<file path="src/spindle_pkg.sv">
package spindle_pkg;

    ////////////////////////////////////////////////////////////////////////////
    // widths with a meaning
    ////////////////////////////////////////////////////////////////////////////

    // one spi frame or one raw coefficient word
    typedef logic [31:0] word_t;
    // q16.16 value, unsigned
    typedef logic [31:0] fix_t;
    // tick half-period count
    typedef logic [23:0] half_t;

    // model coefficients, loaded by host triggers
    typedef struct packed {
        fix_t  gain_ia;
        fix_t  gain_ii;
        fix_t  len_ref;
        half_t half_cnt;
    } spindle_params_t;

    // trigger vector bit positions
    localparam int trig_gain_ia  = 1;
    localparam int trig_gain_ii  = 2;
    localparam int trig_len_ref  = 3;
    localparam int trig_half_cnt = 7;

    // reset values: gain 1.0, gain 0.5, length 1.0
    localparam fix_t  def_gain_ia  = 32'h0001_0000;
    localparam fix_t  def_gain_ii  = 32'h0000_8000;
    localparam fix_t  def_len_ref  = 32'h0001_0000;
    localparam half_t def_half_cnt = 24'd13;

    // bits per spi frame
    localparam int frame_bits = 32;
    // rate saturation ceiling
    localparam fix_t rate_max = 32'hFFFF_FFFF;

    // spi slave fsm
    typedef enum logic [1:0] {idle, shift, done} spi_state_t;

endpackage
</file>
<file path="src/param_regs.sv">
`timescale 1ns/1ps

module param_regs (
    input  logic                         ep50trig,
    input  logic                         reset_global,
    input  logic [15:0]                  host_trig,
    input  logic [15:0]                  wire_lo,
    input  logic [15:0]                  wire_hi,
    output spindle_pkg::spindle_params_t params
);

    // host word, high half from the second wire-in
    spindle_pkg::word_t load_word;

    assign load_word = {wire_hi, wire_lo};

    ////////////////////////////////////////////////////////////////////////////
    // coefficient registers
    ////////////////////////////////////////////////////////////////////////////

    always_ff @(posedge ep50trig)
    begin
        if (reset_global)
        begin
            // defaults give a usable model with no host writes
            params.gain_ia  <= spindle_pkg::def_gain_ia;
            params.gain_ii  <= spindle_pkg::def_gain_ii;
            params.len_ref  <= spindle_pkg::def_len_ref;
            params.half_cnt <= spindle_pkg::def_half_cnt;
        end
        else
        begin
            // ia gain
            if (host_trig[spindle_pkg::trig_gain_ia])
            begin
                params.gain_ia <= load_word;
            end
            // ii gain
            if (host_trig[spindle_pkg::trig_gain_ii])
            begin
                params.gain_ii <= load_word;
            end
            // reference length, zero stretch point
            if (host_trig[spindle_pkg::trig_len_ref])
            begin
                params.len_ref <= load_word;
            end
            // tick half period, only low 24 bits kept
            if (host_trig[spindle_pkg::trig_half_cnt])
            begin
                params.half_cnt <= load_word[$bits(spindle_pkg::half_t)-1:0];
            end
            // remaining trigger bits have no register here
        end
    end

endmodule

</file>
<file path="config.mk">
export PLATFORM = sky130hd
export DESIGN_NAME = param_regs
export DESIGN_NICKNAME = d
export VERILOG_FILES = /design/src/spindle_pkg.sv /design/src/param_regs.sv
export SDC_FILE = /design/constraint.sdc
export NUM_CORES = 1
export LEC_CHECK = 0
export ABC_AREA = 1
export BUFFER_PORTS_ARGS = -buffer_cell sky130_fd_sc_hd__buf_2
export CORE_ASPECT_RATIO = 0.7
export CORE_MARGIN = 2
export CORE_UTILIZATION = 47
export CTS_BUF_LIST = sky130_fd_sc_hd__clkbuf_8
export CTS_CLUSTER_DIAMETER = 120
export DETAILED_ROUTE_END_ITERATION = 10
export PLACE_DENSITY_LB_ADDON = 0.08
export SLEW_MARGIN = 25
export SYNTH_ARGS = -nofsm -noshare
export SYNTH_HDL_FRONTEND = slang
export SYNTH_SLANG_ARGS = --single-unit
</file>
<file path="constraint.sdc">
create_clock -name ep50trig -period 0.8 [get_ports ep50trig]
set_input_delay 0.04 -clock ep50trig [delete_from_list [all_inputs] [get_ports ep50trig]]
set_output_delay 0.04 -clock ep50trig [all_outputs]
set_load 0.1 [all_outputs]
</file>
### Word level (Yosys, flattened, before mapping)

Index checks and enable logic that the tools add are counted.

| word-level totals | value |
|---|---|
| flip-flop bits (word level) | 120 |
| memory bits (read-only) | 0 |
| output and inout port bits | 120 |
| logic and storage cells | 4 |
| memories kept | 0 |
| input bits | 50 |
| bits in latches | 0 |
| bits in writable memories | 0 |

| operators by class | value |
|---|---|
| add/sub/neg operators | 0 |
| eq/ne operators | 0 |
| reduce and logical (&&, ||, !) cells | 0 |
| bitwise operators | 0 |
| multiplexer cells | 0 |
| div/mod/pow operators | 0 |
| multipliers | 0 |
| $lt $le $gt $ge | 0 |
| shift-type cells | 0 |

### Depth between registers and ports, before layout

| depth | value |
|---|---|
| word-level depth | 0 |
| gate-level depth with buffers | 5 |
| depth with buffers taken out | 4 |

### Least setup slack after synthesis

No wires, ideal clock.

| timing path | value |
|---|---|
| path type | flip-flop to flip-flop |
| start | register, netlist name params[100] |
| end | register params[100] (netlist bit) |
| setup slack | -0.414 ns |
| stages on the path, launching flop included | 3 |
| period minus slack after synthesis | 1.214 ns |
| data required time | 0.737 ns |
| buffers on the path | 0 |
| data arrival time | 1.151 ns |
| setup time | 0.063 ns |
| cells stage by stage | dfxtp_1 -> nor2_1 -> nor2_2 |

RTL lines:

| item | RTL line | RTL |
|---|---|---|
| end, declared | param_regs.sv:9 | `output spindle_pkg::spindle_params_t params` |

### Worst setup path after layout

| timing path | value |
|---|---|
| start | register params[24] (netlist bit) |
| end | output port params[24] (netlist bit) |

No word-level cell between the ends.

==> results by group <==
Status
  • Status: finished, violations left
  • Failing checks: setup timing

Critical path
  • WS Path Type: flip-flop to output port
  • CP Launch Point: params[24]
  • Crit-path cells: buf_12
  • Crit Path Max Fanout: 2
  • CP delay by family, top: flip-flops
  • Critical Path AT: 0.98 ns
  • Crit end category: output port
  • WP data required: 0.76 ns
  • R2r startpoint: params[87]
  • Crit path largest cell delay: 0.37 ns
  • CP max-delay cell: dfxtp_4
  • Worst path bufs/invs: 1
  • Startpoint types: flip-flop

Detailed routing
  • Antenna Nets Post-Route: 0
  • First DRT Iteration DRCs: 212
  • DRT Pass-1 Iters: 4
  • Final wirelength: 14.54 mm
  • Avg Vias per Cell: 4.635
  • Avg WL per Cell: 14.13 µm
  • Routed vias: 4769
  • Post-route DRC: 0

Timing
  • Min Hold Slack: 0.01831 ns
  • Final hold violations: 0
  • Worst Skew: 0 ns
  • RSZ-0062 raised after global routing: yes
  • Slew headroom: 85.86%
  • Max Slew Vio Count: 0
  • Min Tclk post-route: 1.017 ns
  • Worst slew pin tran: 0.2122 ns
  • Final WS setup: -0.2167 ns
  • Peak Freq: 983.6 MHz
  • Setup TNS: -23.62 ns
  • Period Utilization, post-route: 127.1%
  • Setup Viol. Count Final: 120

Synthesis
  • Yosys cell types: 12
  • Synth Area in XOR/XNOR: 0%
  • Yosys warning count: 0
  • Mapped Area: 5236 µm²
  • Synth Area in Simple Gates: 43.68%
  • Largest family of logic cells by synthesized area: simple AND/OR/NAND/NOR gates
  • Sequential area share after synthesis: 45.88%
  • Compound-gate portion of the synthesized area: 0%
  • Avg Cell Area, Syn: 7.815 µm²
  • Synthesized net count: 720
  • Mux contribution to synthesized area: 0%
  • #FFs+latches synth: 120
  • Synth Instances: 670
  • Synth Area in Adders: 0%

Pwr
  • Pwr Total: 18.62 mW
  • Pwr Density: 2047 nW/µm²
  • LEAKAGE: 4.075 nW
  • Worst VDD drop: 1.616 mV

Final layout
  • Final Cell Area: 9097 µm²
  • Non-Filler Instances: 1029
  • Max FFs per register: 120
  • Top flop regs: params x120
  • Most frequent cells in the layout: nand2_1 (140), buf_12 (132), nor2_1 (128)
  • Layout Area Growth over Synthesis: 73.74%
  • Most flops, register: params
  • Most common cell after layout, fill and taps aside: nand2_1
  • # diodes: 0
  • Layout cells sized above 1: 60.27%
  • Sequential Area: 2853 µm²
  • Area occupied by multi-input gates: 2287 µm²
  • Final core utilization: 83.23%
  • Final nets: 913
  • Final-layout fill cell count: 633

Clocking
  • H-tree levels: 4
  • Sink Count: 120
  • Worst-skew pair later-pin latency: 0.43 ns
  • Clock slew at reported path FFs: 0.07 ns
  • CTS tree: done
  • Cts bufs inserted: 17
  • Clock Path Buffers: 2
  • Clk root buf: clkbuf_8

Floorplan
  • Initial Util: 47.91%
  • Io pins: 170
  • Die area: 12010 µm²
  • DIE HEIGHT: 92.31 µm
  • Die W: 130.2 µm
  • Core area: 10930 µm²
  • Site Rows: 32

Worst hold path
  • Hold path start: wire_hi[2]
  • Min-Delay Path Class: primary input to flip-flop

Global routing
  • First-pass GRT wire length: 23.50 mm
  • Vias in the first global route: 4861
  • Largest net degree at the start of global routing: 35
  • Overflow after GRT: 0
  • Initial antenna violation count: 0
  • Global Route Usage Sum: 25.32%

Placement
  • Pre-CTS setup slack: 0.007843 ns
  • DP Wirelength: 10.04 mm
  • Cell Area, Placed: 8323 µm²
  • Post-placement cell count: 956
  • Gpl congestion: 0.8033
  • PortBufs: 157

Run
  • Max-Cap Viols: 0
what timing repair did:
action,in CTS,in global routing
buffers inserted,5,1
resized for setup,0,1
endpoints found under the setup margin,120,120
hold buffers,35,0
hold endpoints to repair,109,0
power by group:
part	switching (mW)	internal (mW)	total [mW]	leakage, nW
clock	2.38	2.86	5.24	0.206
sequential	0.460	6.30	6.77	1.07
combinational	4.29	2.33	6.62	2.80
total	7.13	11.5	18.6	4.08
per-layer routing:
metal | part of all wire [%] | GRT usage, %
met2 | 51 | 43.76
met3 | 7.7 | 8.781
met1 | 40 | 29.39
met4 | 1.7 | 8.154
met5 | 0 | 0
cell usage after synthesis:
cell     count  area share (%)
nand2_1    140              10
nor2_2     100              12
buf_6        2            0.43
inv_1       35             2.5
nand2_2    100              12
inv_2        2            0.14
buf_12      11             4.2
buf_4       14             2.0
buf_2       12             1.1
nor2_1     128             9.2
nand3_1      6            0.57
dfxtp_1    120              46
worst paths after layout:
check | endpoint | slack [ns] | depth (start not counted)
setup reg to reg | params[87] | 0.04 | 3
hold / removal | params[74] | 0.02 | 5
hold reg to reg | params[71] | 0.49 | 2
setup / recovery | params[24] | -0.22 | 1
cells by family (layout without fill, tap and decap cells):
family | count (synthesis) | count (layout)
and+or+nand+nor | 474 | 474
DFF | 120 | 120
buffers and inverters | 76 | 282
layout make-up:
class | instances | share of cell area [%]
Multi-Input combinational cell | 474 | 25.14
Clock inverter | 13 | 1.265
Inverter | 37 | 1.582
Clock buffer | 19 | 2.874
Timing Repair Buffer | 213 | 35.68
Tap cell | 153 | 2.104
Sequential cell | 120 | 31.36
Power figures use the tool's default switching activity.
