==> src/spindle_pkg.sv <==
package spindle_pkg;

    ////////////////////////////////////////////////////////////////////////////
    // widths with a meaning
    ////////////////////////////////////////////////////////////////////////////

    // one spi frame or one raw coefficient word
    typedef logic [31:0] word_t;
    // q16.16 value, unsigned
    typedef logic [31:0] fix_t;
    // tick half-period count
    typedef logic [23:0] half_t;

    // model coefficients, loaded by host triggers
    typedef struct packed {
        fix_t  gain_ia;
        fix_t  gain_ii;
        fix_t  len_ref;
        half_t half_cnt;
    } spindle_params_t;

    // trigger vector bit positions
    localparam int trig_gain_ia  = 1;
    localparam int trig_gain_ii  = 2;
    localparam int trig_len_ref  = 3;
    localparam int trig_half_cnt = 7;

    // reset values: gain 1.0, gain 0.5, length 1.0
    localparam fix_t  def_gain_ia  = 32'h0001_0000;
    localparam fix_t  def_gain_ii  = 32'h0000_8000;
    localparam fix_t  def_len_ref  = 32'h0001_0000;
    localparam half_t def_half_cnt = 24'd13;

    // bits per spi frame
    localparam int frame_bits = 32;
    // rate saturation ceiling
    localparam fix_t rate_max = 32'hFFFF_FFFF;

    // spi slave fsm
    typedef enum logic [1:0] {idle, shift, done} spi_state_t;

endpackage
==> src/tick_gen.sv <==
`timescale 1ns/1ps

module tick_gen (
    input  logic               ep50trig,
    input  logic               reset_global,
    input  spindle_pkg::half_t half_cnt,
    input  logic               frame_start,
    output logic               tick
);

    // cycle count within a half period
    spindle_pkg::half_t cnt;
    // 0 first half, 1 second half
    logic phase;

    always_ff @(posedge ep50trig)
    begin
        if (reset_global)
        begin
            cnt   <= '0;
            phase <= 1'b0;
            tick  <= 1'b0;
        end
        else if (frame_start)
        begin
            // realign to the peer board frame
            cnt   <= '0;
            phase <= 1'b0;
            tick  <= 1'b0;
        end
        else if (cnt >= half_cnt)
        begin
            // end of a half period
            cnt   <= '0;
            phase <= ~phase;
            // tick only after the second half
            tick  <= phase;
        end
        else
        begin
            cnt  <= cnt + 24'd1;
            tick <= 1'b0;
        end
    end

endmodule

==> config.mk <==
export PLATFORM = sky130hd
export DESIGN_NAME = tick_gen
export DESIGN_NICKNAME = d
export VERILOG_FILES = /design/src/spindle_pkg.sv /design/src/tick_gen.sv
export SDC_FILE = /design/constraint.sdc
export NUM_CORES = 1
export LEC_CHECK = 0
export BUFFER_PORTS_ARGS = -buffer_cell sky130_fd_sc_hd__buf_2
export CORE_UTILIZATION = 50
export CTS_CLUSTER_DIAMETER = 60
export DETAILED_ROUTE_END_ITERATION = 16
export PLACE_DENSITY = 0.82
export SYNTH_ARGS = -nofsm -noshare
export SYNTH_HDL_FRONTEND = slang
export SYNTH_SLANG_ARGS = --single-unit
==> constraint.sdc <==
create_clock -name ep50trig -period 1.9 [get_ports ep50trig]
set_input_delay 0.19 -clock ep50trig [delete_from_list [all_inputs] [get_ports ep50trig]]
set_output_delay 0.19 -clock ep50trig [all_outputs]
set_load 0.01 [all_outputs]
## Word level (Yosys, flattened, before mapping)

Cells that the tools add are included.

- Flip-flop bits (word level): 26
- Latch bits: 0
- Bits in writable memories: 0
- ROM bits: 0
- Output and inout port bits: 1
- Memories: 0

- Add/sub/neg operators: 1
- $mul: 0
- Div/mod/pow operators: 0
- Order comparisons: 1
- Equality and inequality tests: 0
- Shifts and indexed selects: 0
- Muxes and demuxes: 0
- Bitwise operators: 2
- Reduce and logical (&&, ||, !) cells: 3

Operators with widths:

| cell | number |
|---|---|
| $add A24 B1 Y24 const B | 1 |
| $ge A24 B24 Y1 | 1 |
| $reduce_or A3 Y1 | 2 |
| $not A1 Y1 | 2 |
| $reduce_or A2 Y1 | 1 |

## Depth between registers and ports, before layout

- Depth after elaboration: 3
- Mapped depth: 9
- Depth with buffers taken out: 8

## Worst setup path after synthesis

No wires, ideal clock.

- Path kind: reg2reg
- Start: reg cnt[0]
- End: reg cnt[15]
- Setup time: 62 ps
- Data arrival time: 1939 ps
- Data required time: 1838 ps
- Path slack: -101 ps
- Stages on the path, launching flop included: 10
- Clock period less this slack: 2001 ps
- Cell sequence: dfxtp_1 -> inv_1 -> ha_1 -> nand2b_4 -> a2111oi_4 -> a2111oi_1 -> o211ai_2 -> o2111ai_2 -> buf_6 -> nor2_2

- Cells in the longest elaborated chain, start to end: 2
- Elaborated cells between the ends (all ways): 3

RTL lines:

| element | line | source |
|---|---|---|
| from (decl) | tick_gen.sv:12 | `spindle_pkg::half_t cnt;` |
| from (signal assigned) | tick_gen.sv:41 | `cnt <= cnt + 24'd1;` |
| $ge A24 B24 Y1 | tick_gen.sv:31 | `else if (cnt >= half_cnt)` |
| $reduce_or A3 Y1 (no source line) | - |  |

Several ways; a longest one is shown, not always the timed one.
A chain may end at the register's enable or synchronous reset.

## Worst setup path in the final report

- Start: reg cnt[0]
- End: reg cnt[2]

The elaborated chain is that of the path after synthesis.

==> impl_metrics.csv <==
group,metric,value,unit
status,status,"complete, but fails checks",
status,violations,"negative setup slack",
floorplan,start_util,54.6,%
global_route,grt_max_degree,16,
setup_path,end_kind,"flip-flop",
setup_path,worst-setup-path-type,"flip-flop to flip-flop",
synthesis,syn_nets,252,
sta,rsz0062_at_grt,"true",
cts,clock_path_buffers,2,
route,via_per_inst,4.99,
global_route,grt_pass1_vias,1399,
finish,final_area,0.00217,mm²
setup_path,rr_worst_depth,9,
cts,htreeDepth,1,
sta,hold_viol,0,
finish,ff_latch_area,526,µm²
synthesis,synth_top_area_share,30.2,%
placed_design,preCtsSetupSlack,-0.0680,ns
sta,tightest_slew,0.357,ns
finish,final_cell_mix,"27 x buf_2, 26 x inv_1, 23 x ha_1",
setup_path,path_delay_family,"compound AO/OA/AOI/OAI gates",
route,drcViolationCount,0,
sta,fin_skew,0.00347,ns
synthesis,synthXorXnorAreaFrac,11.2,%
finish,areaGrowthSynthToFinish,25.9,%
setup_path,worstPathMaxFanout,4,
global_route,antenna_found_initial,0,
setup_path,path_cells,"inv_2, ha_4, nand2b_4, a2111oi_4, a2111oi_2, o211ai_2, o2111ai_4, buf_6, nor2_1",
setup_path,arrival,2.20,ns
finish,antenna_cells,0,
global_route,grt.overflow.total,0,
synthesis,synth_fa_ha_area_share,18.2,%
synthesis,avgSynthCellArea,8.61,µm²
synthesis,ys_ff_latch,26,
route,wl_met1,1470,µm
setup_path,worstSetupStartpoint,"cnt[0]$_SDFF_PP0_",
route,dr.first_iter.drc_count,34,
route,wl_met3,160,µm
placed_design,dp_hpwl,2640,µm
sta,setup_viol,20,
sta,finalCritPeriodShare,101,%
cts,clkSinkCount,26,
finish,multiInputGateArea,0.00112,mm²
min_path,holdPathStages,3,
setup_path,crit_required,2.17,ns
setup_path,startpoint_type,"flip-flop",
floorplan,num_rows,20,
power,leakage,1.05,nW
power,irDropWorstVdd,461,µV
setup_path,critPathBufInv,2,
sta,clock.fmax,519,MHz
cts,cts_buffers,3,
synthesis,ys_types,28,
route,maxUsedRoutingLayer,"met4",
finish,drive_gt1_share,31.2,%
synthesis,syn_area,0.00172,mm²
route,vias,1468,
setup_path,slowest_delay,0.36,ns
synthesis,synth-compound-area-share,9.44,%
synthesis,synthCells,200,
cts,root_buffer,"clkbuf_4",
finish,fillers,264,
setup_path,r2r-end,"cnt[2]$_SDFF_PP0_",
synthesis,synth.area.mux_share,0.581,%
synthesis,yosys.area.top_type,"dfxtp_1",
placed_design,routabilityCongestion,0.788,
sta,period_minus_slack,1.93,ns
route,drtPass1Iterations,4,
sta,finalSetupTns,-0.266,ns
sta,worst_slack,-0.0284,ns
setup_path,cpMaxStageDelayCell,"dfxtp_2",
sta,relSlewSlack,76.1,%
synthesis,synth_top_family_by_area,"simple AND/OR/NAND/NOR gates",
synthesis,yosysWarnings,0,
sta,slew_violations,0,
synthesis,seq_area_frac_synth,30.2,%
route,wire_per_inst,11.0,µm
floorplan,die_w,60.7,µm
power,p_per_area,485,mW/mm²
min_path,hold_path.class,"primary input to flip-flop",
route,ant_nets,0,
min_path,min_to,"phase$_SDFFE_PP0P_",
finish,fin_nets,303,
synthesis,synth_area_leaders,"dfxtp_1 30%, ha_1 18%, xor2_1 9.2%, inv_1 5.9%, nor2_2 4.4%",
placed_design,dp_cells,288,
setup_path,r2r_setup_slack,-0.03,ns
placed_design,port_buffers,27,
route,dr_wl_met2,1540,µm
floorplan,fp.dieArea,0.00368,mm²
cts,cts_tree,"done",
setup_path,r2r_start,"cnt[0]$_SDFF_PP0_",
floorplan,die_h,60.7,µm
cts,clock_latency,0.33,ns
finish,final_common_cell,"buf_2",
global_route,grt_pass1_wl,5580,µm
finish,final_cells,294,
setup_path,path_depth,9,
min_path,min_from,"reset_global",
global_route,track_usage,20.4,%
floorplan,core,0.00315,mm²
cts,clk_pin_slew,0.14,ns
route,routed_wl,3230,µm
flow_run,drv_cap,0,
synthesis,synthSimpleGateAreaFrac,23.2,%
floorplan,io_pins,28,
placed_design,placed_area,0.00206,mm²
==> flip-flops by register name, summed over array words and instances, names as in the netlist <==
signal / cells
cnt: 24
phase: 1
tick: 1
==> report_power, final <==
part           switching [mW]  total [mW]  internal, mW
sequential            0.00138       0.549         0.548
combinational          0.0572       0.121        0.0636
clock                   0.169       0.382         0.214
==> layer usage <==
metal  GRT usage, %  up-vias
met5              0        -
li1               -      768
met3           5.97        9
met4           5.84        0
met1           24.3      660
met2           35.5       31
==> cell families after synthesis <==
logic type	Yosys count
AOI/OAI and AO/OA	23
xor gates and xnor gates	22
adders and majority gates	25
buffers and inverters	29
DFF	26
muxes	1
and+or+nand+nor	74
==> Yosys cell counts <==
| library cell | count |
|---|---|
| o211ai_2 | 1 |
| ha_1 | 25 |
| nand4_1 | 5 |
| dfxtp_1 | 26 |
| nor3b_4 | 1 |
| and2_1 | 2 |
| or3_1 | 1 |
| mux2i_1 | 1 |
| and3_1 | 5 |
| o211ai_1 | 1 |
| nand2b_4 | 1 |
| nor2b_1 | 1 |
| nor4_1 | 1 |
| nand2_1 | 17 |
| a21oi_1 | 12 |
| inv_1 | 27 |
| o2111ai_2 | 1 |
| a2111oi_4 | 1 |
| and4_1 | 2 |
| o21ai_0 | 6 |
| nor2_4 | 1 |
| nor2_1 | 15 |
| xor2_1 | 18 |
| xnor2_1 | 4 |
| nor2_2 | 12 |
| a2111oi_1 | 1 |
| nand3_1 | 10 |
| buf_6 | 2 |
==> layout make-up <==
type / count / share of cell area (%)
clock buffers: 3 / 1.04
clock inverters: 1 / 1.38
inverters: 27 / 4.67
multi-input cells: 145 / 51.9
flip-flops and latches: 26 / 24.2
well taps: 44 / 2.54
repair buffers: 48 / 14.3
==> repair_timing <==
action,CTS,global route
endpoints found under the setup margin,26,26
gates resized for setup,5,4
gates cloned,0,0
hold buffers,0,0
buffers inserted,0,2
pin swaps,2,2
==> how the worst max path moves through the flow <==
| stage | to | slack [ns] |
|---|---|---|
| 3_5_place_dp | cnt[4]$_SDFF_PP0_ | -0.07 |
| 3_3_place_gp | cnt[10]$_SDFF_PP0_ | -0.01 |
| 4_1_cts | cnt[15]$_SDFF_PP0_ | -0.03 |
| 5_1_grt | cnt[11]$_SDFF_PP0_ | -0.13 |
| 6_report | cnt[2]$_SDFF_PP0_ | -0.03 |
| 2_1_floorplan | cnt[13]$_SDFF_PP0_ | 0.0004 |
==> worst min-delay path, cell delays in order <==
cell and delay, ns:
buf_2 0.08, or3_1 0.09, mux2i_1 0.06
==> metrics by stage <==
step	utilization, %	power (mW)	hold slack [ns]
final	68.8	1.05	0.125
after CTS	67.8	1.06	0.120
after floorplan	-	0.629	0.370
after global placement	65.3	0.671	0.450
after detailed placement	65.3	0.676	0.459
after global routing	68.8	1.09	0.122
Power figures use the tool's default switching activity.
