<file path="src/spindle_pkg.sv">
package spindle_pkg;

    ////////////////////////////////////////////////////////////////////////////
    // widths with a meaning
    ////////////////////////////////////////////////////////////////////////////

    // one spi frame or one raw coefficient word
    typedef logic [31:0] word_t;
    // q16.16 value, unsigned
    typedef logic [31:0] fix_t;
    // tick half-period count
    typedef logic [23:0] half_t;

    // model coefficients, loaded by host triggers
    typedef struct packed {
        fix_t  gain_ia;
        fix_t  gain_ii;
        fix_t  len_ref;
        half_t half_cnt;
    } spindle_params_t;

    // trigger vector bit positions
    localparam int trig_gain_ia  = 1;
    localparam int trig_gain_ii  = 2;
    localparam int trig_len_ref  = 3;
    localparam int trig_half_cnt = 7;

    // reset values: gain 1.0, gain 0.5, length 1.0
    localparam fix_t  def_gain_ia  = 32'h0001_0000;
    localparam fix_t  def_gain_ii  = 32'h0000_8000;
    localparam fix_t  def_len_ref  = 32'h0001_0000;
    localparam half_t def_half_cnt = 24'd13;

    // bits per spi frame
    localparam int frame_bits = 32;
    // rate saturation ceiling
    localparam fix_t rate_max = 32'hFFFF_FFFF;

    // spi slave fsm
    typedef enum logic [1:0] {idle, shift, done} spi_state_t;

endpackage
</file>
<file path="src/spi_slave.sv">
`timescale 1ns/1ps

module spi_slave (
    input  logic              ep50trig,
    input  logic              reset_global,
    input  logic              sck,
    input  logic              mosi,
    input  logic              ssel,
    output logic              miso,
    input  spindle_pkg::fix_t tx_word,
    output spindle_pkg::fix_t muscle_len,
    output logic              frame_rdy,
    output logic              frame_start
);

    ////////////////////////////////////////////////////////////////////////////
    // pin synchronizers
    ////////////////////////////////////////////////////////////////////////////

    // [0] metastable stage, [1] synced, [2] previous synced for edges
    logic [2:0] sck_q;
    logic [2:0] ssel_q;
    logic [1:0] mosi_q;

    always_ff @(posedge ep50trig)
    begin
        if (reset_global)
        begin
            // idle bus, ssel deasserted
            sck_q  <= 3'b000;
            ssel_q <= 3'b111;
            mosi_q <= 2'b00;
        end
        else
        begin
            sck_q  <= {sck_q[1:0], sck};
            ssel_q <= {ssel_q[1:0], ssel};
            mosi_q <= {mosi_q[0], mosi};
        end
    end

    logic sck_rise;
    logic sck_fall;
    logic ssel_fall;
    logic ssel_rise;

    assign sck_rise  = sck_q[1] & ~sck_q[2];
    assign sck_fall  = ~sck_q[1] & sck_q[2];
    assign ssel_fall = ~ssel_q[1] & ssel_q[2];
    assign ssel_rise = ssel_q[1] & ~ssel_q[2];

    ////////////////////////////////////////////////////////////////////////////
    // frame fsm and shifters
    ////////////////////////////////////////////////////////////////////////////

    spindle_pkg::spi_state_t state;
    logic [5:0]              bit_cnt;
    spindle_pkg::word_t      rx_shift;
    spindle_pkg::word_t      tx_shift;

    // payload shifters, no reset
    always_ff @(posedge ep50trig)
    begin
        if ((state != spindle_pkg::shift) && ssel_fall)
        begin
            // reply word latched at frame start
            tx_shift <= tx_word;
        end
        else if ((state == spindle_pkg::shift) && sck_fall)
        begin
            tx_shift <= {tx_shift[30:0], 1'b0};
        end
        // msb first in
        if ((state == spindle_pkg::shift) && sck_rise)
        begin
            rx_shift <= {rx_shift[30:0], mosi_q[1]};
        end
    end

    always_ff @(posedge ep50trig)
    begin
        if (reset_global)
        begin
            state       <= spindle_pkg::idle;
            bit_cnt     <= '0;
            miso        <= 1'b0;
            muscle_len  <= '0;
            frame_rdy   <= 1'b0;
            frame_start <= 1'b0;
        end
        else
        begin
            frame_rdy   <= 1'b0;
            frame_start <= 1'b0;
            case (state)
                spindle_pkg::shift:
                begin
                    if (ssel_rise)
                    begin
                        // commit only a full frame
                        if (bit_cnt == 6'(spindle_pkg::frame_bits))
                        begin
                            muscle_len <= rx_shift;
                            frame_rdy  <= 1'b1;
                        end
                        miso  <= 1'b0;
                        state <= spindle_pkg::done;
                    end
                    else
                    begin
                        // count saturates so long frames never alias to 32
                        if (sck_rise && (bit_cnt != 6'h3F))
                        begin
                            bit_cnt <= bit_cnt + 6'd1;
                        end
                        // next bit out on falling sck
                        if (sck_fall)
                        begin
                            miso <= tx_shift[30];
                        end
                    end
                end
                default:
                begin
                    // idle or done, wait for ssel to drop
                    state <= spindle_pkg::idle;
                    if (ssel_fall)
                    begin
                        frame_start <= 1'b1;
                        bit_cnt     <= '0;
                        miso        <= tx_word[31];
                        state       <= spindle_pkg::shift;
                    end
                end
            endcase
        end
    end

endmodule

</file>
<file path="config.mk">
export PLATFORM = sky130hd
export DESIGN_NAME = spi_slave
export DESIGN_NICKNAME = d
export VERILOG_FILES = /design/src/spindle_pkg.sv /design/src/spi_slave.sv
export SDC_FILE = /design/constraint.sdc
export NUM_CORES = 1
export LEC_CHECK = 0
export BUFFER_PORTS_ARGS = -buffer_cell sky130_fd_sc_hd__buf_2
export CORE_UTILIZATION = 33
export DETAILED_ROUTE_END_ITERATION = 10
export HOLD_SLACK_MARGIN = 0.1
export MAX_ROUTING_LAYER = met4
export SLEW_MARGIN = 30
export SYNTH_ARGS = -nofsm -noshare
export SYNTH_HDL_FRONTEND = slang
export SYNTH_SLANG_ARGS = --single-unit
</file>
<file path="constraint.sdc">
create_clock -name ep50trig -period 3.78 [get_ports ep50trig]
set_input_delay 0.567 -clock ep50trig [delete_from_list [all_inputs] [get_ports ep50trig]]
set_output_delay 0.567 -clock ep50trig [all_outputs]
set_load 0.01 [all_outputs]
</file>
* Word level (Yosys, flattened, before mapping)
Index checks and enable logic that the tools add are counted.
Word-level totals: bits in registers 114, input port bits 37, output and inout port bits 35, word-level logic and storage cells 56
Operators by class: $add $sub $neg 1, eq/ne operators 8, mux-type cells 15, bitwise gates (word level) 10, reduce and logical (&&, ||, !) cells 11
Operators by type and width (number):
- $mux 31 | 2
- $mux 6 | 4
- $mux 1 | 7
- $add 6x1->6 const B | 1
- $eq 6x6->1 const B | 1
- $ne 6x6->1 const B | 1
- $not 1->1 | 6
- $reduce_and 3->1 | 2
- $and 1x1->1 | 4
- $logic_and 1x1->1 | 4
- $mux 2 | 2
- $ne 2x1->1 const B | 2
- $ne 2x2->1 const B | 2
- $reduce_bool 2->1 | 2
- $ne 3x3->1 const B | 1
- $reduce_or 3->1 | 1
- $eq 2x1->1 const B | 1
- $reduce_and 2->1 | 1
- $reduce_or 2->1 | 1

* Depth between registers and ports, before layout
depth in word-level cells 6, mapped depth 8, gate-level depth less buffers 6

* Worst setup path before layout
Ideal clock, no wire load.
kind register -> register, from register state[1], to register tx_shift[0] (enable), setup time 462 ps, data arrival time 2842 ps, required time 3318 ps, path slack 476 ps, stages on the path, launching flop included 4, period minus slack after synthesis 3304 ps, cells stage by stage dfxtp_1 > nand2b_1 > buf_2 > o21ai_0
Between the ends: cells in the longest elaborated chain, start to end 3, elaborated cells between the ends (all ways) 5
RTL lines:
- start: declaration | RTL line spi_slave.sv:56 | spindle_pkg::spi_state_t state;
- start signal: assignment | RTL line spi_slave.sv:84 | state <= spindle_pkg::idle;
- start signal: assignment | RTL line spi_slave.sv:107 | state <= spindle_pkg::done;
- start signal: assignment | RTL line spi_slave.sv:126 | state <= spindle_pkg::idle;
- $ne 2x1->1 / $eq 2x1->1 (equally long branches) | RTL line spi_slave.sv:64, spi_slave.sv:69
- $logic_and 1x1->1, on equally long branches | RTL line spi_slave.sv:64, spi_slave.sv:69
- $reduce_bool 2->1 (no source line) *
- end signal: assignment | RTL line spi_slave.sv:67 | tx_shift <= tx_word;
- end signal: assignment | RTL line spi_slave.sv:71 | tx_shift <= {tx_shift[30:0], 1'b0};
- end: declaration | RTL line spi_slave.sv:59 | spindle_pkg::word_t tx_shift;
Every way passes the cells marked *; elsewhere a longest branch is shown, timed or not. A chain may end at the register's enable or synchronous reset.

* Worst setup path in the final report
from register state[1], to register muscle_len[16]
Between the ends: cells in the longest elaborated chain, start to end 2
RTL lines:
- $eq 2x1->1 | RTL line spi_slave.sv:95 | case (state)
- $reduce_and 3->1 (no source line)
- end signal: assignment | RTL line spi_slave.sv:103 | muscle_len <= rx_shift;
- end: declaration | RTL line spi_slave.sv:11 | output spindle_pkg::fix_t muscle_len,
Every way passes these cells.

==> qor.yml <==
global_route:
  first_global_vias: 2578
  largest_net_degree_at_the_start_of_global_routing: 52
  grt_use_total_pct: 12.55
  antenna_found_initial: 0
  global_route.overflow_total: 0
  global_route_wire_length_before_repair_um: 12200
setup_path:
  worst_r2r_path_depth: 4
  end_kind: "flip-flop"
  slowest_stage: "sky130_fd_sc_hd__or4_2"
  worst-endpoint-required_ps: 4050
  worst-path-buf-inv: 0
  timing.critical_path.depth: 4
  timing.critical_path.cells: "nand2b_1 -> or4_2 -> nand2_1 -> a21oi_1"
  critPathArrivalTime_ps: 2410
  top_cell_family_by_delay_on_the_critical_path: "simple AND/OR/NAND/NOR gates"
  peak_per_stage_delay_on_the_critical_path_ps: 1090
  crit-reg2reg-launch: "state[1]$_SDFFE_PP0P_"
  cp-startpoint: "state[1]$_SDFFE_PP0P_"
  setup.worst_path.class: "reg2reg"
  cp_max_fo: 33
  startpoint_type: "flip-flop"
pwr:
  static-leakage-power_nw: 1.975
  post_layout_total_power_mw: 3.002
  p_seq_share_pct: 44.3
  share_clk_of_total_power_pct: 53.2
  power.switching_fraction_pct: 19.80
  peak_supply_drop_v: 0.0004059
  power.combinational.fraction_pct: 2.5
  power.switching_mw: 0.5943
  internal-power_mw: 2.408
  power_per_cell_area_nw_per_um2: 563.3
detailed_routing:
  detail_route.wirelength.met1_um: 3557
  ant_nets: 0
  routed_via_density: 4.557
  wl_met2_um: 3273
  highest_layer: "met4"
  firstDrtPassIters: 4
  remaining_design_rule_violation_count: 0
  avgRoutedWirePerCell_um: 12.75
  vias: 2661
  drt-total-wl_um: 7444
  drt-initial-drc-count: 206
  wl_met3_um: 525
cells_and_area:
  area_growth_syn_to_layout_pct: 26.87
  fin_nets: 442
  multiInputGateArea_um2: 1171
  insertedDiodeCount: 0
  layout_cell_share_with_drive_strength_beyond_1_pct: 31.25
  n_fill_cell: 1177
  area.sequential_um2: 2913
  design_area_um2: 5329
logic_synthesis:
  synth.net_count: 365
  synth_top_area_cell: "sky130_fd_sc_hd__edfxtp_1"
  ys_types: 34
  post_synth.cell_area_avg_um2: 12.88
  synth_area_leaders: "sky130_fd_sc_hd__edfxtp_1 (45%), sky130_fd_sc_hd__dfxtp_1 (24%), sky130_fd_sc_hd__nand2_1 (6.3%)"
  ys.warnings.count: 0
  synth_seq_cells: 114
  post_synth_instance_area_um2: 4200
  synth.yosys.seq_area_share_pct: 69.35
  synth_top_area_share_pct: 45.04
  syn-instance-count: 326
place:
  io_buffer_count: 71
  gp_congestion: 0.7136
  dp_hpwl_um: 4620
  place_area_um2: 4702
clock_tree:
  clock_net_sink_count: 114
  cts_made_buffers: 17
  cts_resized: 0
  tritoncts_clock_tree: "done"
  clock-root-buffer: "sky130_fd_sc_hd__clkbuf_16"
  clock_path_buffers: 2
  clk_pin_slew_ps: 50
  cts.repair_timing.setup_buffer_count: 0
  clock_latency_of_the_later_clocked_register_in_the_worst_skew_pair_ps: 400
  cts.hold.buffers_added: 0
  cts-htree-levels: 4
die:
  die-width_um: 114.8
  core_area_um2: 12210
  std_cell_rows: 40
  io_pins: 72
  die_area_um2: 13180
  die_height_um: 114.8
  initial_utilization_pct: 34.40
timing:
  report.final.slew_viol_count: 0
  setup_total_negative_slack_ps: 0
  finalSetupViolCount: 0
  timing.clock.skew_ps: 7.085
  max_clock_freq_ghz: 0.4675
  layout_worst_path_cycle_share_pct: 56.59
  unrepaired_setup_endpoints_after_global_routing: "no"
  tightest_slew_ps: 634.5
  timing.max_slew.rel_slack_pct: 57.70
  finalHoldViolations: 0
  timing.final.crit_period_ps: 2139
flow_run:
  timing.max_cap.violations: 0
hold_path:
  holdCritStartpoint: "ssel"
  worst_min_delay_path_class: "in2reg"
  worst_hold_path.num_cells: 2
status:
  status: "finished clean"
-- layout by cell type (no fill, tap or decap), types with 2 or more instances in the layout --
| master | count |
|---|---|
| sky130_fd_sc_hd__a311oi_1 | 2 |
| sky130_fd_sc_hd__bufinv_16 | 2 |
| sky130_fd_sc_hd__a21oi_1 | 37 |
| sky130_fd_sc_hd__nor2_1 | 7 |
| sky130_fd_sc_hd__buf_4 | 5 |
| sky130_fd_sc_hd__nand3_1 | 10 |
| sky130_fd_sc_hd__clkinv_4 | 2 |
| sky130_fd_sc_hd__nand2_1 | 71 |
| sky130_fd_sc_hd__clkinvlp_4 | 2 |
| sky130_fd_sc_hd__mux2_1 | 18 |
| sky130_fd_sc_hd__nand3b_1 | 2 |
| sky130_fd_sc_hd__or2_2 | 3 |
| sky130_fd_sc_hd__buf_2 | 71 |
| sky130_fd_sc_hd__a31oi_1 | 2 |
| sky130_fd_sc_hd__clkinv_2 | 4 |
| sky130_fd_sc_hd__dfxtp_1 | 51 |
| sky130_fd_sc_hd__mux2_2 | 12 |
| sky130_fd_sc_hd__nor2b_1 | 5 |
| sky130_fd_sc_hd__inv_1 | 4 |
| sky130_fd_sc_hd__ha_1 | 2 |
| sky130_fd_sc_hd__edfxtp_1 | 63 |
| sky130_fd_sc_hd__clkbuf_16 | 19 |
-- synth_stat cells (all sizes together) --
cell type / number
o211ai: 1
dfxtp: 51
o21ai: 2
nand2b: 2
nor4: 1
a22o: 1
edfxtp: 63
inv: 4
a21oi: 37
mux2: 30
o211a: 1
a21o: 1
a31oi: 2
and4bb: 1
clkbuf: 6
nand3: 10
or2b: 1
nand3b: 2
ha: 2
nand4bb: 1
or2: 3
a41oi: 1
and2b: 1
or4: 2
nand4: 1
nor3: 1
a311oi: 2
nor2b: 5
buf: 13
nand2: 71
nor2: 7
-- path summary, 6_finish.rpt --
| check | to | slack (ps) |
|---|---|---|
| setup / recovery | muscle_len[16]$_SDFFE_PP0P_ | 1640 |
| setup reg to reg | muscle_len[16]$_SDFFE_PP0P_ | 1640 |
| hold / removal | ssel_q[0]$_SDFF_PP1_ | 360 |
| hold reg to reg | rx_shift[0]$_DFFE_PP_ | 400 |
-- state kept, by name, summed over array words and instances, names as in the netlist --
| register | flops |
|---|---|
| bit_cnt | 6 |
| frame_rdy | 1 |
| frame_start | 1 |
| miso | 1 |
| mosi_q | 2 |
| muscle_len | 32 |
| rx_shift | 32 |
| sck_q | 3 |
| ssel_q | 3 |
| state | 2 |
| tx_shift | 31 |
-- per-layer routing --
layer	up-vias	GRT usage, %
met5	-	-
met2	72	18.18
met4	0	5.195
met3	11	5.113
li1	1312	-
met1	1266	15.48
-- cells by family (layout without fill, tap and decap cells) --
| logic type | after synthesis | in the layout | synth area share [%] |
|---|---|---|---|
| buffers and inverters | 23 | 113 | 2.889 |
| flip-flops | 114 | 114 | 69.35 |
| multiplexers | 30 | 30 | 8.043 |
| AND/OR/NAND/NOR | 109 | 109 | 12.63 |
| adder cells (fa/ha/maj) | 2 | 2 | 0.5957 |
| AO/OA/AOI/OAI | 48 | 48 | 6.494 |
-- metrics by stage --
step           setup slack, ps  util (%)  hold WS [ps]  std cells
3_5_place_dp              1602     38.50         389.5        551
6_report                  1641     43.64         359.2        584
5_1_grt                   1504     43.64         358.9        584
3_3_place_gp              1564     38.49         391.5        551
4_1_cts                   1591     43.47         334.5        583
2_1_floorplan            475.8         -         385.5        326
-- area by class of cell --
cell class / count / area share, %
flip-flops and latches: 114 / 54.66
multi-input cells: 189 / 21.98
clock buffers: 20 / 8.993
repair buffers: 77 / 7.748
well taps: 168 / 3.945
clock inverters: 12 / 2.395
inverters: 4 / 0.2818
-- power by group through the flow --
stage	Sequential (mW)	Clock (mW)	Combinational (mW)
floorplan	1.35	0	0.0457
global placement	1.35	0	0.0723
detailed placement	1.36	0	0.0743
CTS	1.33	1.63	0.0746
global route	1.33	1.69	0.0838
finish	1.33	1.60	0.0754
No activity file was read; power rests on OpenSTA's default activity.
